$ cat src/logic/conv_pkg.sv
package conv_pkg;

	// memory word address
	typedef logic [15:0] addr_t;

	// layer dimensions and loop indices
	typedef logic [5:0] row_t;
	typedef logic [8:0] chan_t;
	typedef logic [9:0] kern_t;

	// datapath values
	typedef logic signed [7:0] pix_t;
	typedef logic signed [7:0] wt_t;
	typedef logic signed [15:0] prod_t;
	typedef logic signed [15:0] acc_t;

	// four signed codebook bytes picked by a 2-bit index
	typedef logic [1:0] wt_idx_t;
	typedef logic [31:0] codebook_t;

	// one request on a single-port memory
	typedef struct packed {
		logic cs;
		logic we;
		addr_t addr;
		logic [31:0] wdata;
	} ram_req_t;

	typedef enum logic [2:0] {
		idle,
		ld_parm,
		ld_bias,
		ld_wt,
		ld_in,
		calc,
		st_out,
		fin
	} seq_state_t;

	// which rule the reducer applies to a channel group
	typedef enum logic [1:0] {
		first,
		middle,
		last
	} group_kind_t;

endpackage

$ cat src/logic/conv_lane.sv
`timescale 1ns/1ps

module conv_lane (
	input logic clk,
	input logic rst,
	input logic load,
	input conv_pkg::pix_t pix,
	input logic wt_load,
	input conv_pkg::wt_idx_t wt_idx,
	input conv_pkg::codebook_t codebook,
	input logic mul_en,
	output conv_pkg::prod_t prod
);

	conv_pkg::pix_t pix_q;
	conv_pkg::wt_t wt_q;
	conv_pkg::wt_t wt_dec;

	// index picks one byte of the codebook
	always_comb begin
		wt_dec = conv_pkg::wt_t'(codebook[{wt_idx, 3'b000} +: 8]);
	end

	always_ff @(posedge clk or negedge rst) begin
		if (!rst) begin
			pix_q <= '0;
			wt_q <= '0;
			prod <= '0;
		end else begin
			if (load) begin
				pix_q <= pix;
			end
			if (wt_load) begin
				wt_q <= wt_dec;
			end
			// signed 8x8 product fits in 16 bits
			if (mul_en) begin
				prod <= pix_q * wt_q;
			end
		end
	end

endmodule

$ cat src/logic/conv_reducer.sv
`timescale 1ns/1ps

module conv_reducer #(
	parameter int LANES = 9
) (
	input logic clk,
	input logic rst,
	input logic sum_en,
	input conv_pkg::group_kind_t kind,
	input conv_pkg::prod_t [LANES-1:0] prods,
	input conv_pkg::acc_t bias,
	input conv_pkg::acc_t partial,
	output conv_pkg::acc_t result
);

	conv_pkg::acc_t total;
	conv_pkg::acc_t sum;
	conv_pkg::acc_t next_result;

	// adder tree over all lanes that wraps at 16 bits
	always_comb begin
		total = '0;
		for (int i = 0; i < LANES; i++) begin
			total = total + prods[i];
		end
	end

	// first group starts from the bias, later groups from the stored partial
	assign sum = total + ((kind == conv_pkg::first) ? bias : partial);

	// re-quantize to an unsigned byte on the last group
	always_comb begin
		if (kind != conv_pkg::last) begin
			next_result = sum;
		end else if (sum[15]) begin
			next_result = '0;
		end else if (|sum[15:12]) begin
			next_result = 16'h007f;
		end else begin
			next_result = {8'h00, sum[12:5]};
		end
	end

	always_ff @(posedge clk or negedge rst) begin
		if (!rst) begin
			result <= '0;
		end else if (sum_en) begin
			result <= next_result;
		end
	end

endmodule

$ cat src/logic/conv_sequencer.sv
`timescale 1ns/1ps

module conv_sequencer #(
	parameter int LANES = 9
) (
	input logic clk,
	input logic rst,
	input logic start,
	input conv_pkg::codebook_t codebook_in,
	input logic [31:0] param_rdata,
	input logic [31:0] bias_rdata,
	input logic [31:0] weight_rdata,
	input logic [31:0] input_rdata,
	input logic [31:0] output_rdata,
	input conv_pkg::acc_t sum_result,
	output conv_pkg::ram_req_t param_req,
	output conv_pkg::ram_req_t bias_req,
	output conv_pkg::ram_req_t weight_req,
	output conv_pkg::ram_req_t input_req,
	output conv_pkg::ram_req_t output_req,
	output conv_pkg::codebook_t codebook,
	output logic lane_load,
	output logic wt_load,
	output logic mul_en,
	output logic sum_en,
	output conv_pkg::chan_t lane_sel,
	output conv_pkg::pix_t lane_pix,
	output logic [2*LANES-1:0] wt_word,
	output conv_pkg::group_kind_t group_kind,
	output logic finish
);

	conv_pkg::seq_state_t state;
	conv_pkg::seq_state_t nxt;
	conv_pkg::chan_t cnt;
	logic last_step;

	// layer parameters
	conv_pkg::row_t rows;
	conv_pkg::chan_t chans;
	conv_pkg::kern_t kerns;

	// loop position
	conv_pkg::kern_t k_idx;
	conv_pkg::chan_t ch_base;
	conv_pkg::addr_t pos;
	conv_pkg::addr_t wt_addr;
	conv_pkg::addr_t out_addr;
	conv_pkg::addr_t in_addr;

	conv_pkg::addr_t plane;
	conv_pkg::addr_t in_start;
	conv_pkg::addr_t in_cur;
	conv_pkg::chan_t rem;
	conv_pkg::chan_t grp_n;
	logic have_rem;
	logic more;
	logic sweep_end;

	assign plane = conv_pkg::addr_t'(rows) * conv_pkg::addr_t'(rows);
	assign sweep_end = (pos == plane - conv_pkg::addr_t'(1));

	// channels left from this group on; a group past the end is empty
	assign have_rem = (ch_base < chans);
	assign rem = chans - ch_base;
	assign more = have_rem && (rem > conv_pkg::chan_t'(LANES));
	assign grp_n = !have_rem ? '0 : (more ? conv_pkg::chan_t'(LANES) : rem);

	// a single-group layer gets an empty last group for the re-quantize pass
	always_comb begin
		if (ch_base == '0) begin
			group_kind = conv_pkg::first;
		end else if (!more) begin
			group_kind = conv_pkg::last;
		end else begin
			group_kind = conv_pkg::middle;
		end
	end

	// inputs are fetched from the top channel of the group downwards
	assign in_start = conv_pkg::addr_t'(ch_base + grp_n - conv_pkg::chan_t'(1)) * plane + pos;
	assign in_cur = (cnt == '0) ? in_start : in_addr;
	assign wt_word = weight_rdata[2*LANES-1:0];

	always_comb begin
		case (state)
			conv_pkg::idle: last_step = start;
			conv_pkg::ld_parm: last_step = (cnt == conv_pkg::chan_t'(3));
			conv_pkg::ld_in: last_step = (cnt == grp_n);
			conv_pkg::st_out: last_step = (cnt == conv_pkg::chan_t'(2));
			conv_pkg::fin: last_step = 1'b1;
			default: last_step = (cnt == conv_pkg::chan_t'(1));
		endcase
	end

	always_comb begin
		case (state)
			conv_pkg::idle: nxt = conv_pkg::ld_parm;
			conv_pkg::ld_parm: nxt = conv_pkg::ld_bias;
			conv_pkg::ld_bias: nxt = conv_pkg::ld_wt;
			conv_pkg::ld_wt: nxt = conv_pkg::ld_in;
			conv_pkg::ld_in: nxt = conv_pkg::calc;
			conv_pkg::calc: nxt = conv_pkg::st_out;
			conv_pkg::st_out: begin
				if (!sweep_end) begin
					nxt = conv_pkg::ld_in;
				end else if (group_kind != conv_pkg::last) begin
					// the empty group needs no weight word
					nxt = more ? conv_pkg::ld_wt : conv_pkg::ld_in;
				end else if (k_idx == kerns - conv_pkg::kern_t'(1)) begin
					nxt = conv_pkg::fin;
				end else begin
					nxt = conv_pkg::ld_bias;
				end
			end
			default: nxt = conv_pkg::idle;
		endcase
	end

	always_ff @(posedge clk or negedge rst) begin
		if (!rst) begin
			state <= conv_pkg::idle;
			cnt <= '0;
			codebook <= '0;
			rows <= '0;
			chans <= '0;
			kerns <= '0;
			k_idx <= '0;
			ch_base <= '0;
			pos <= '0;
			wt_addr <= '0;
			out_addr <= '0;
			in_addr <= '0;
		end else begin
			if (last_step) begin
				state <= nxt;
				cnt <= '0;
			end else begin
				cnt <= cnt + conv_pkg::chan_t'(1);
			end
			case (state)
				conv_pkg::idle: begin
					if (start) begin
						codebook <= codebook_in;
						k_idx <= '0;
						ch_base <= '0;
						pos <= '0;
						wt_addr <= '0;
						out_addr <= '0;
					end
				end
				conv_pkg::ld_parm: begin
					case (cnt)
						conv_pkg::chan_t'(1): rows <= param_rdata[5:0];
						conv_pkg::chan_t'(2): chans <= param_rdata[8:0];
						conv_pkg::chan_t'(3): kerns <= param_rdata[9:0];
						default: ;
					endcase
				end
				conv_pkg::ld_wt: begin
					if (cnt == conv_pkg::chan_t'(1)) begin
						wt_addr <= wt_addr + conv_pkg::addr_t'(1);
					end
				end
				conv_pkg::ld_in: in_addr <= in_cur - plane;
				conv_pkg::st_out: begin
					if (cnt == conv_pkg::chan_t'(2)) begin
						if (!sweep_end) begin
							pos <= pos + conv_pkg::addr_t'(1);
							out_addr <= out_addr + conv_pkg::addr_t'(1);
						end else if (group_kind != conv_pkg::last) begin
							// back to the start of this kernel's region
							pos <= '0;
							out_addr <= out_addr + conv_pkg::addr_t'(1) - plane;
							ch_base <= ch_base + conv_pkg::chan_t'(LANES);
						end else begin
							pos <= '0;
							out_addr <= out_addr + conv_pkg::addr_t'(1);
							ch_base <= '0;
							k_idx <= k_idx + conv_pkg::kern_t'(1);
						end
					end
				end
				default: ;
			endcase
		end
	end

	always_comb begin
		param_req = '0;
		bias_req = '0;
		weight_req = '0;
		input_req = '0;
		output_req = '0;
		lane_load = 1'b0;
		lane_sel = '0;
		lane_pix = '0;
		wt_load = 1'b0;
		mul_en = 1'b0;
		sum_en = 1'b0;
		finish = 1'b0;
		case (state)
			conv_pkg::ld_parm: begin
				param_req.cs = (cnt < conv_pkg::chan_t'(3));
				param_req.addr = conv_pkg::addr_t'(cnt);
			end
			conv_pkg::ld_bias: begin
				bias_req.cs = (cnt == '0);
				bias_req.addr = conv_pkg::addr_t'(k_idx);
			end
			conv_pkg::ld_wt: begin
				weight_req.cs = (cnt == '0);
				weight_req.addr = wt_addr;
				wt_load = (cnt == conv_pkg::chan_t'(1));
			end
			conv_pkg::ld_in: begin
				input_req.cs = (cnt < grp_n);
				input_req.addr = in_cur;
				lane_load = 1'b1;
				if (cnt == '0) begin
					// zero every lane before the real pixels arrive
					lane_sel = conv_pkg::chan_t'(LANES - 1);
				end else begin
					lane_sel = grp_n - cnt;
					lane_pix = conv_pkg::pix_t'(input_rdata[7:0]);
				end
			end
			conv_pkg::calc: begin
				if (cnt == '0) begin
					mul_en = 1'b1;
					// addend for the reducer arrives with sum_en
					if (group_kind == conv_pkg::first) begin
						bias_req.cs = 1'b1;
						bias_req.addr = conv_pkg::addr_t'(k_idx);
					end else begin
						output_req.cs = 1'b1;
						output_req.addr = out_addr;
					end
				end else begin
					sum_en = 1'b1;
				end
			end
			conv_pkg::st_out: begin
				if (cnt == conv_pkg::chan_t'(2)) begin
					output_req.cs = 1'b1;
					output_req.we = 1'b1;
					output_req.addr = out_addr;
					output_req.wdata = {16'h0000, sum_result};
				end
			end
			conv_pkg::fin: finish = 1'b1;
			default: ;
		endcase
	end

endmodule

$ cat src/logic/conv1x1_top.sv
`timescale 1ns/1ps

module conv1x1_top #(
	parameter int LANES = 9
) (
	input logic clk,
	input logic rst,
	input logic start,
	input conv_pkg::codebook_t codebook_in,
	input logic [31:0] param_rdata,
	input logic [31:0] bias_rdata,
	input logic [31:0] weight_rdata,
	input logic [31:0] input_rdata,
	input logic [31:0] output_rdata,
	output conv_pkg::ram_req_t param_req,
	output conv_pkg::ram_req_t bias_req,
	output conv_pkg::ram_req_t weight_req,
	output conv_pkg::ram_req_t input_req,
	output conv_pkg::ram_req_t output_req,
	output logic finish
);

	conv_pkg::codebook_t codebook;
	logic lane_load;
	logic wt_load;
	logic mul_en;
	logic sum_en;
	conv_pkg::chan_t lane_sel;
	conv_pkg::pix_t lane_pix;
	logic [2*LANES-1:0] wt_word;
	conv_pkg::group_kind_t group_kind;
	conv_pkg::acc_t sum_result;
	conv_pkg::prod_t [LANES-1:0] prods;

	conv_sequencer #(
		.LANES(LANES)
	) u_sequencer (
		.clk(clk),
		.rst(rst),
		.start(start),
		.codebook_in(codebook_in),
		.param_rdata(param_rdata),
		.bias_rdata(bias_rdata),
		.weight_rdata(weight_rdata),
		.input_rdata(input_rdata),
		.output_rdata(output_rdata),
		.sum_result(sum_result),
		.param_req(param_req),
		.bias_req(bias_req),
		.weight_req(weight_req),
		.input_req(input_req),
		.output_req(output_req),
		.codebook(codebook),
		.lane_load(lane_load),
		.wt_load(wt_load),
		.mul_en(mul_en),
		.sum_en(sum_en),
		.lane_sel(lane_sel),
		.lane_pix(lane_pix),
		.wt_word(wt_word),
		.group_kind(group_kind),
		.finish(finish)
	);

	for (genvar i = 0; i < LANES; i++) begin : g_lane
		logic load;

		// lanes at or below lane_sel capture; descending loads leave each lane its own pixel
		assign load = lane_load && (conv_pkg::chan_t'(i) <= lane_sel);

		conv_lane u_lane (
			.clk(clk),
			.rst(rst),
			.load(load),
			.pix(lane_pix),
			.wt_load(wt_load),
			.wt_idx(wt_word[2*i +: 2]),
			.codebook(codebook),
			.mul_en(mul_en),
			.prod(prods[i])
		);
	end

	conv_reducer #(
		.LANES(LANES)
	) u_reducer (
		.clk(clk),
		.rst(rst),
		.sum_en(sum_en),
		.kind(group_kind),
		.prods(prods),
		.bias(conv_pkg::acc_t'(bias_rdata[15:0])),
		.partial(conv_pkg::acc_t'(output_rdata[15:0])),
		.result(sum_result)
	);

endmodule

$ cat config.mk
export PLATFORM = sky130hd
export DESIGN_NAME = conv1x1_top
export DESIGN_NICKNAME = d
export VERILOG_FILES = /design/src/logic/conv_pkg.sv /design/src/logic/conv_lane.sv /design/src/logic/conv_reducer.sv /design/src/logic/conv_sequencer.sv /design/src/logic/conv1x1_top.sv
export SDC_FILE = /design/constraint.sdc
export NUM_CORES = 2
export LEC_CHECK = 0
export ABC_AREA = 1
export ABC_CLOCK_PERIOD_IN_PS = 15900
export BUFFER_PORTS_ARGS = -buffer_cell sky130_fd_sc_hd__clkbuf_2
export CORE_ASPECT_RATIO = 1.5
export CORE_MARGIN = 2
export CORE_UTILIZATION = 50
export DETAILED_ROUTE_END_ITERATION = 16
export PLACE_DENSITY = 0.76
export SKIP_CTS_REPAIR_TIMING = 1
export SYNTH_ARGS = -nofsm -noshare
export SYNTH_HDL_FRONTEND = slang
export SYNTH_SLANG_ARGS = --single-unit
$ cat constraint.sdc
create_clock -name clk -period 15.9 [get_ports clk]
set_clock_uncertainty 0.1 [all_clocks]
set_input_delay 0.795 -clock clk [delete_from_list [all_inputs] [get_ports clk]]
set_output_delay 0.795 -clock clk [all_outputs]
set_load 0.02 [all_outputs]
# [Word-level counts from Yosys, hierarchy flattened]
# Index checks and enable logic that the tools add are counted.
[totals] inputBits=195 ff_bits=456
[classes] shift=9 magnitude_cmp=13 eq_ne=19 reduce_logical=25 n_addsub=24 mul=11 muxes=68
[op_table] operator="$shiftx 32x6->8" n=9
[op_table] operator="$mux 16" n=16
[op_table] operator="$add 16x16->16" n=10
[op_table] operator="$pmux 16 s2" n=5
[op_table] operator="$mul 8x8->16" n=9
[op_table] operator="$mux 9" n=10
[op_table] operator="$mux 10" n=5
[op_table] operator="$mux 50" n=1
[op_table] operator="$add 16x1->16 const B" n=3
[op_table] operator="$le 3x9->1 const A" n=4
[op_table] operator="$mux 32" n=1
[op_table] operator="$sub 16x12->16" n=2
[op_table] operator="$mux 8" n=3
[op_table] operator="$pmux 3 s7" n=1
[op_table] operator="$pmux 10 s2" n=1
[op_table] operator="$eq 9x2->1 const B" n=2
[op_table] operator="$le 1x9->1 const A" n=2
[op_table] operator="$le 2x9->1 const A" n=2
[op_table] operator="$logic_not 9->1" n=2
[op_table] operator="$lt 9x9->1" n=2
[op_table] operator="$pmux 9 s2" n=1
[op_table] operator="$sub 9x9->9" n=2
[op_table] operator="$eq 16x16->1" n=1
[op_table] operator="$mul 16x12->16" n=1
[op_table] operator="other kinds (33)" n=74

# [Longest topological paths before layout]
[logic_depth] ltp_word=13 ltp_mapped=66 ltp_nobuf=66

# [Hierarchy]
# A second synthesis with hierarchy kept.
[hier_totals] hier_cells=8219 area_unflattened_um2=60176.5
[modules_own_cells] mod="conv_lane at g_lane[0].u_lane ..." area_per_inst_um2=4245.3 seq_area_each_um2=800.8 cells_per_inst=577 instances=6
[modules_own_cells] mod="conv_sequencer" area_per_inst_um2=17306.6 seq_area_each_um2=3803.6 cells_per_inst=2484 instances=1
[modules_own_cells] mod="conv_reducer" area_per_inst_um2=4745.8 seq_area_each_um2=400.4 cells_per_inst=538 instances=1
[modules_own_cells] mod="conv_lane at g_lane[8].u_lane" area_per_inst_um2=4204.0 seq_area_each_um2=800.8 cells_per_inst=576 instances=1
[modules_own_cells] mod="conv_lane at g_lane[2].u_lane" area_per_inst_um2=4202.8 seq_area_each_um2=800.8 cells_per_inst=577 instances=1
[modules_own_cells] mod="conv_lane at g_lane[7].u_lane" area_per_inst_um2=4086.4 seq_area_each_um2=800.8 cells_per_inst=548 instances=1
[modules_own_cells] mod="conv1x1_top" area_per_inst_um2=158.9 seq_area_each_um2=0.0 cells_per_inst=34 instances=1

# [Worst setup path before layout]
# Ideal clock, no wire load.
[synth_timing] kind="register to output" start="register u_sequencer.ch_base[4]" end="output port input_req[47] (netlist name)" arrival_time_ps=8180 path_buffers=1 slack_ps=6825 path_stages_with_launch=60 cell_sequence="dfrtp_1 -> clkbuf_1 -> inv_1 -> ha_1 -> nand2_1 -> nand2_1 -> a21oi_1 -> nand2_1 -> nand2_1 -> nand2_1 -> nand2_2 -> nor2_4 -> nor2_1 -> a21oi_1 -> or2_2 -> inv_1 -> ha_1 -> a21oi_1 -> [... 24 more ...] -> nor2_1 -> o21ai_0 -> nand2_1 -> nand2_1 -> nand2_1 -> a21oi_1 -> or2_2 -> nand2_1 -> inv_1 -> nand2_1 -> nand2_1 -> inv_1 -> nand2_1 -> nand2_1 -> nand3_1 -> nand3_1 -> nand2_1 -> inv_1"
[synth_rtl] item="start, declared" line="conv_sequencer.sv:45" source="conv_pkg::chan_t ch_base;"
[synth_rtl] item="start signal, assigned" line="conv_sequencer.sv:175" source="ch_base <= ch_base + conv_pkg::chan_t'(LANES);"
[synth_rtl] item="end, declared" line="conv1x1_top.sv:18" source="output conv_pkg::ram_req_t input_req,"

==> impl_metrics.toml <==
[worst_setup_path]
rr_worst_depth = 60
r2r-end = "u_sequencer.in_addr[15]"
crit_fanout = 10
worst-r2r-setup-slack_ns = 6.18
rr_startpoint = "u_sequencer.ch_base[4]"
critPathMaxStageDelay_ns = 0.53
startpoint_type = "flop"
cpMostUsedCell = "nand2_1"
end_kind = "primary output"
cp_data_arrival_time_ns = 10.30
crit_slowest_cell = "dfrtp_1"
crit_type = "reg -> out"
critical_path_required_ns = 15.01

[detailed_routing]
vias = 44000
drc = 0
routed_wl_um = 152000
drtIter0Drc = 3164
post_drt_via_cell_ratio = 5.23
first_pass_iters = 6
detail-route-antenna-nets = 0
wl_per_cell_um = 18.0

[floorplan]
rows = 149
die_w_um = 275
initial_core_util_pct = 50.3
die_area_mm2 = 0.113
ioPinCount = 446
coreArea_mm2 = 0.110
fp.dieH_um = 411

[final_layout]
layout_common_cells = "1568 x inv_1, 1451 x nand2_1, 696 x fa_1"
final_common_cell = "inv_1"
drive_above_1_share_pct = 6.49
nets = 8236
final_cells = 8424
final_area_mm2 = 0.0584
syn_to_final_growth_pct = 5.71
final_util_pct = 53.2

[place]
portBuffers = 192
place_ws_ns = 5.49
gp_congestion = 0.964
dpl-instance-area_mm2 = 0.0565
place_inst = 8318
hpwl_um = 122000

[run_status]
status = "complete, no violations"

[power]
combinationalPowerShare_pct = 7.8
vdd_ir_drop_max_uv = 80.9
seqPwrFrac_pct = 42.8
leakage_nw = 32.4
p_per_area_mw_per_mm2 = 46.5
clockPowerShare_pct = 49.3
p_int_mw = 2.00
swShare_pct = 26.6
p_sw_uw = 721

[logic_synthesis]
synthCells = 6968
synth_edf_count = 0
ys_seq_area_share_pct = 20.7
async_flop_share_pct = 100
synthFlopType = "dfrtp_1"
synthTopCellsByArea = "fa_1 25%, dfrtp_1 21%, inv_1 11%"
synth_seq_cells = 456
yosysUniqueCellTypes = 65
synth_area_per_cell_um2 = 7.93
syn_area_mm2 = 0.0552
synth_top_cell_by_area = "fa_1"
yosysWarnings = 0
synth.top_cell.area_share_pct = 25.2

[grt]
grt_pass1_vias = 45200
grt-ovfl-total = 0
grt_max_degree = 140
grt_antenna_before_repair = 11
grt_pass1_wl_um = 240000
grt_util_all_layers_pct = 27.5

[clocking]
cts_tree = "done"
h-tree-depth = 2
cts_sinks = 456
clock_path_buffers = 3
clock_latency_ns = 0.66
cts.clk_slew.worst_paths_ns = 0.06
root_buffer = "clkbuf_16"
cts_buffers = 54

[timing]
slew_headroom_pct = 20.6
worst_pin_slew_ns = 1.18
setup_viol = 0
hold_viol_final = 0
final.period_utilization_pct = 70.4
fin_crit_ns = 11.20
fin_setup_tns_ns = 0
fin_ws_ns = 4.70
fmax_mhz = 89.3
slew_viol_final = 0
grt_setup_unrepaired = "false"

[worst_hold_path]
worstHoldPathType = "in -> async"

[flow_run]
drv_cap = 0
## sequential cells by signal (all words and copies together) (netlist names), 10 cells and up
register / cells
g_lane.u_lane.pix_q: 72
g_lane.u_lane.prod: 144
g_lane.u_lane.wt_q: 72
u_reducer.result: 16
u_sequencer.codebook: 32
u_sequencer.in_addr: 16
u_sequencer.k_idx: 10
u_sequencer.kerns: 10
u_sequencer.out_addr: 16
u_sequencer.pos: 16
u_sequencer.wt_addr: 16
## metrics by stage
step | power (mW) | hold WS, ns
finish | 2.72 | 0.168
global route | 2.81 | 0.233
CTS | 2.73 | 0.194
detailed placement | 1.40 | 0.363
global placement | 1.39 | 0.352
floorplan | 1.36 | 0.337
## power groups by stage
stage          logic (mW)  clock network, mW  registers (mW)
2_1_floorplan       0.171                  0            1.18
3_3_place_gp        0.209                  0            1.18
3_5_place_dp        0.212                  0            1.18
4_1_cts             0.213               1.35            1.16
5_1_grt             0.242               1.40            1.16
6_report            0.213               1.34            1.16
## per-layer routing
metal	global-route usage, %	share of wire, %
met5	0	0.0072
met4	22.7	9.8
met3	3.66	6.0
met2	47.3	49
met1	30.2	35
## cell type report
type                            instances  area (um^2)
Clock inverter                         29          384
Clock buffer                           69         1510
Multi-Input combinational cell       4611        36100
Tap cell                             1434         1790
Sequential cell                       456        11400
Fill cell                           10200        51400
Antenna cell                            8         20.0
Inverter                             1596         5990
Timing Repair Buffer                  221         1200
## how the worst max path moves through the flow
stage                      startpoint            end  slack [ns]  cells after the start
6_report       u_sequencer.ch_base[4]  input_req[47]        4.70                     60
5_1_grt        u_sequencer.ch_base[4]  input_req[47]        3.86                     59
4_1_cts        u_sequencer.ch_base[4]  input_req[47]        4.75                     60
3_5_place_dp   u_sequencer.ch_base[4]  input_req[47]        5.49                     60
3_3_place_gp   u_sequencer.ch_base[4]  input_req[47]        5.52                     60
2_1_floorplan  u_sequencer.ch_base[4]  input_req[47]        6.83                     59
## worst max-delay path: cells and delay by family (launching register included)
family	cells	cell delay, ns
fa+ha+maj	8	3.27
flops	1	0.53
buf+inv	12	1.03
compound gates	8	1.13
simple gates	31	3.36
xor+xnor	1	0.30
## cells by family (layout without fill, tap and decap cells)
family	count (synthesis)	after routing	share of synthesized area (%)
AND/OR/NAND/NOR	2200	2200	16.3
XOR/XNOR	241	241	3.86
adder cells (fa/ha/maj)	1101	1101	34.4
other	1	177	0.00679
buffers and inverters	2069	1915	15.2
AO/OA/AOI/OAI	869	869	8.98
multiplexers	31	31	0.623
flip-flops	456	456	20.7
## synthesized netlist by cell type, drive strengths merged (22+ instances only)
library cell and instances:
nor3 43, clkbuf 275, o21bai 26, nand2 1467, dfrtp 456, a31oi 82
inv 1577, buf 198, o211ai 76, xnor2 87, fa 696, nand3 125
o31ai 29, or2 39, o21ai 347, a21oi 257, xor2 154, nand4 22
nor2 450, ha 405, mux2 27
Note: power is estimated with default switching activity, not from simulation.
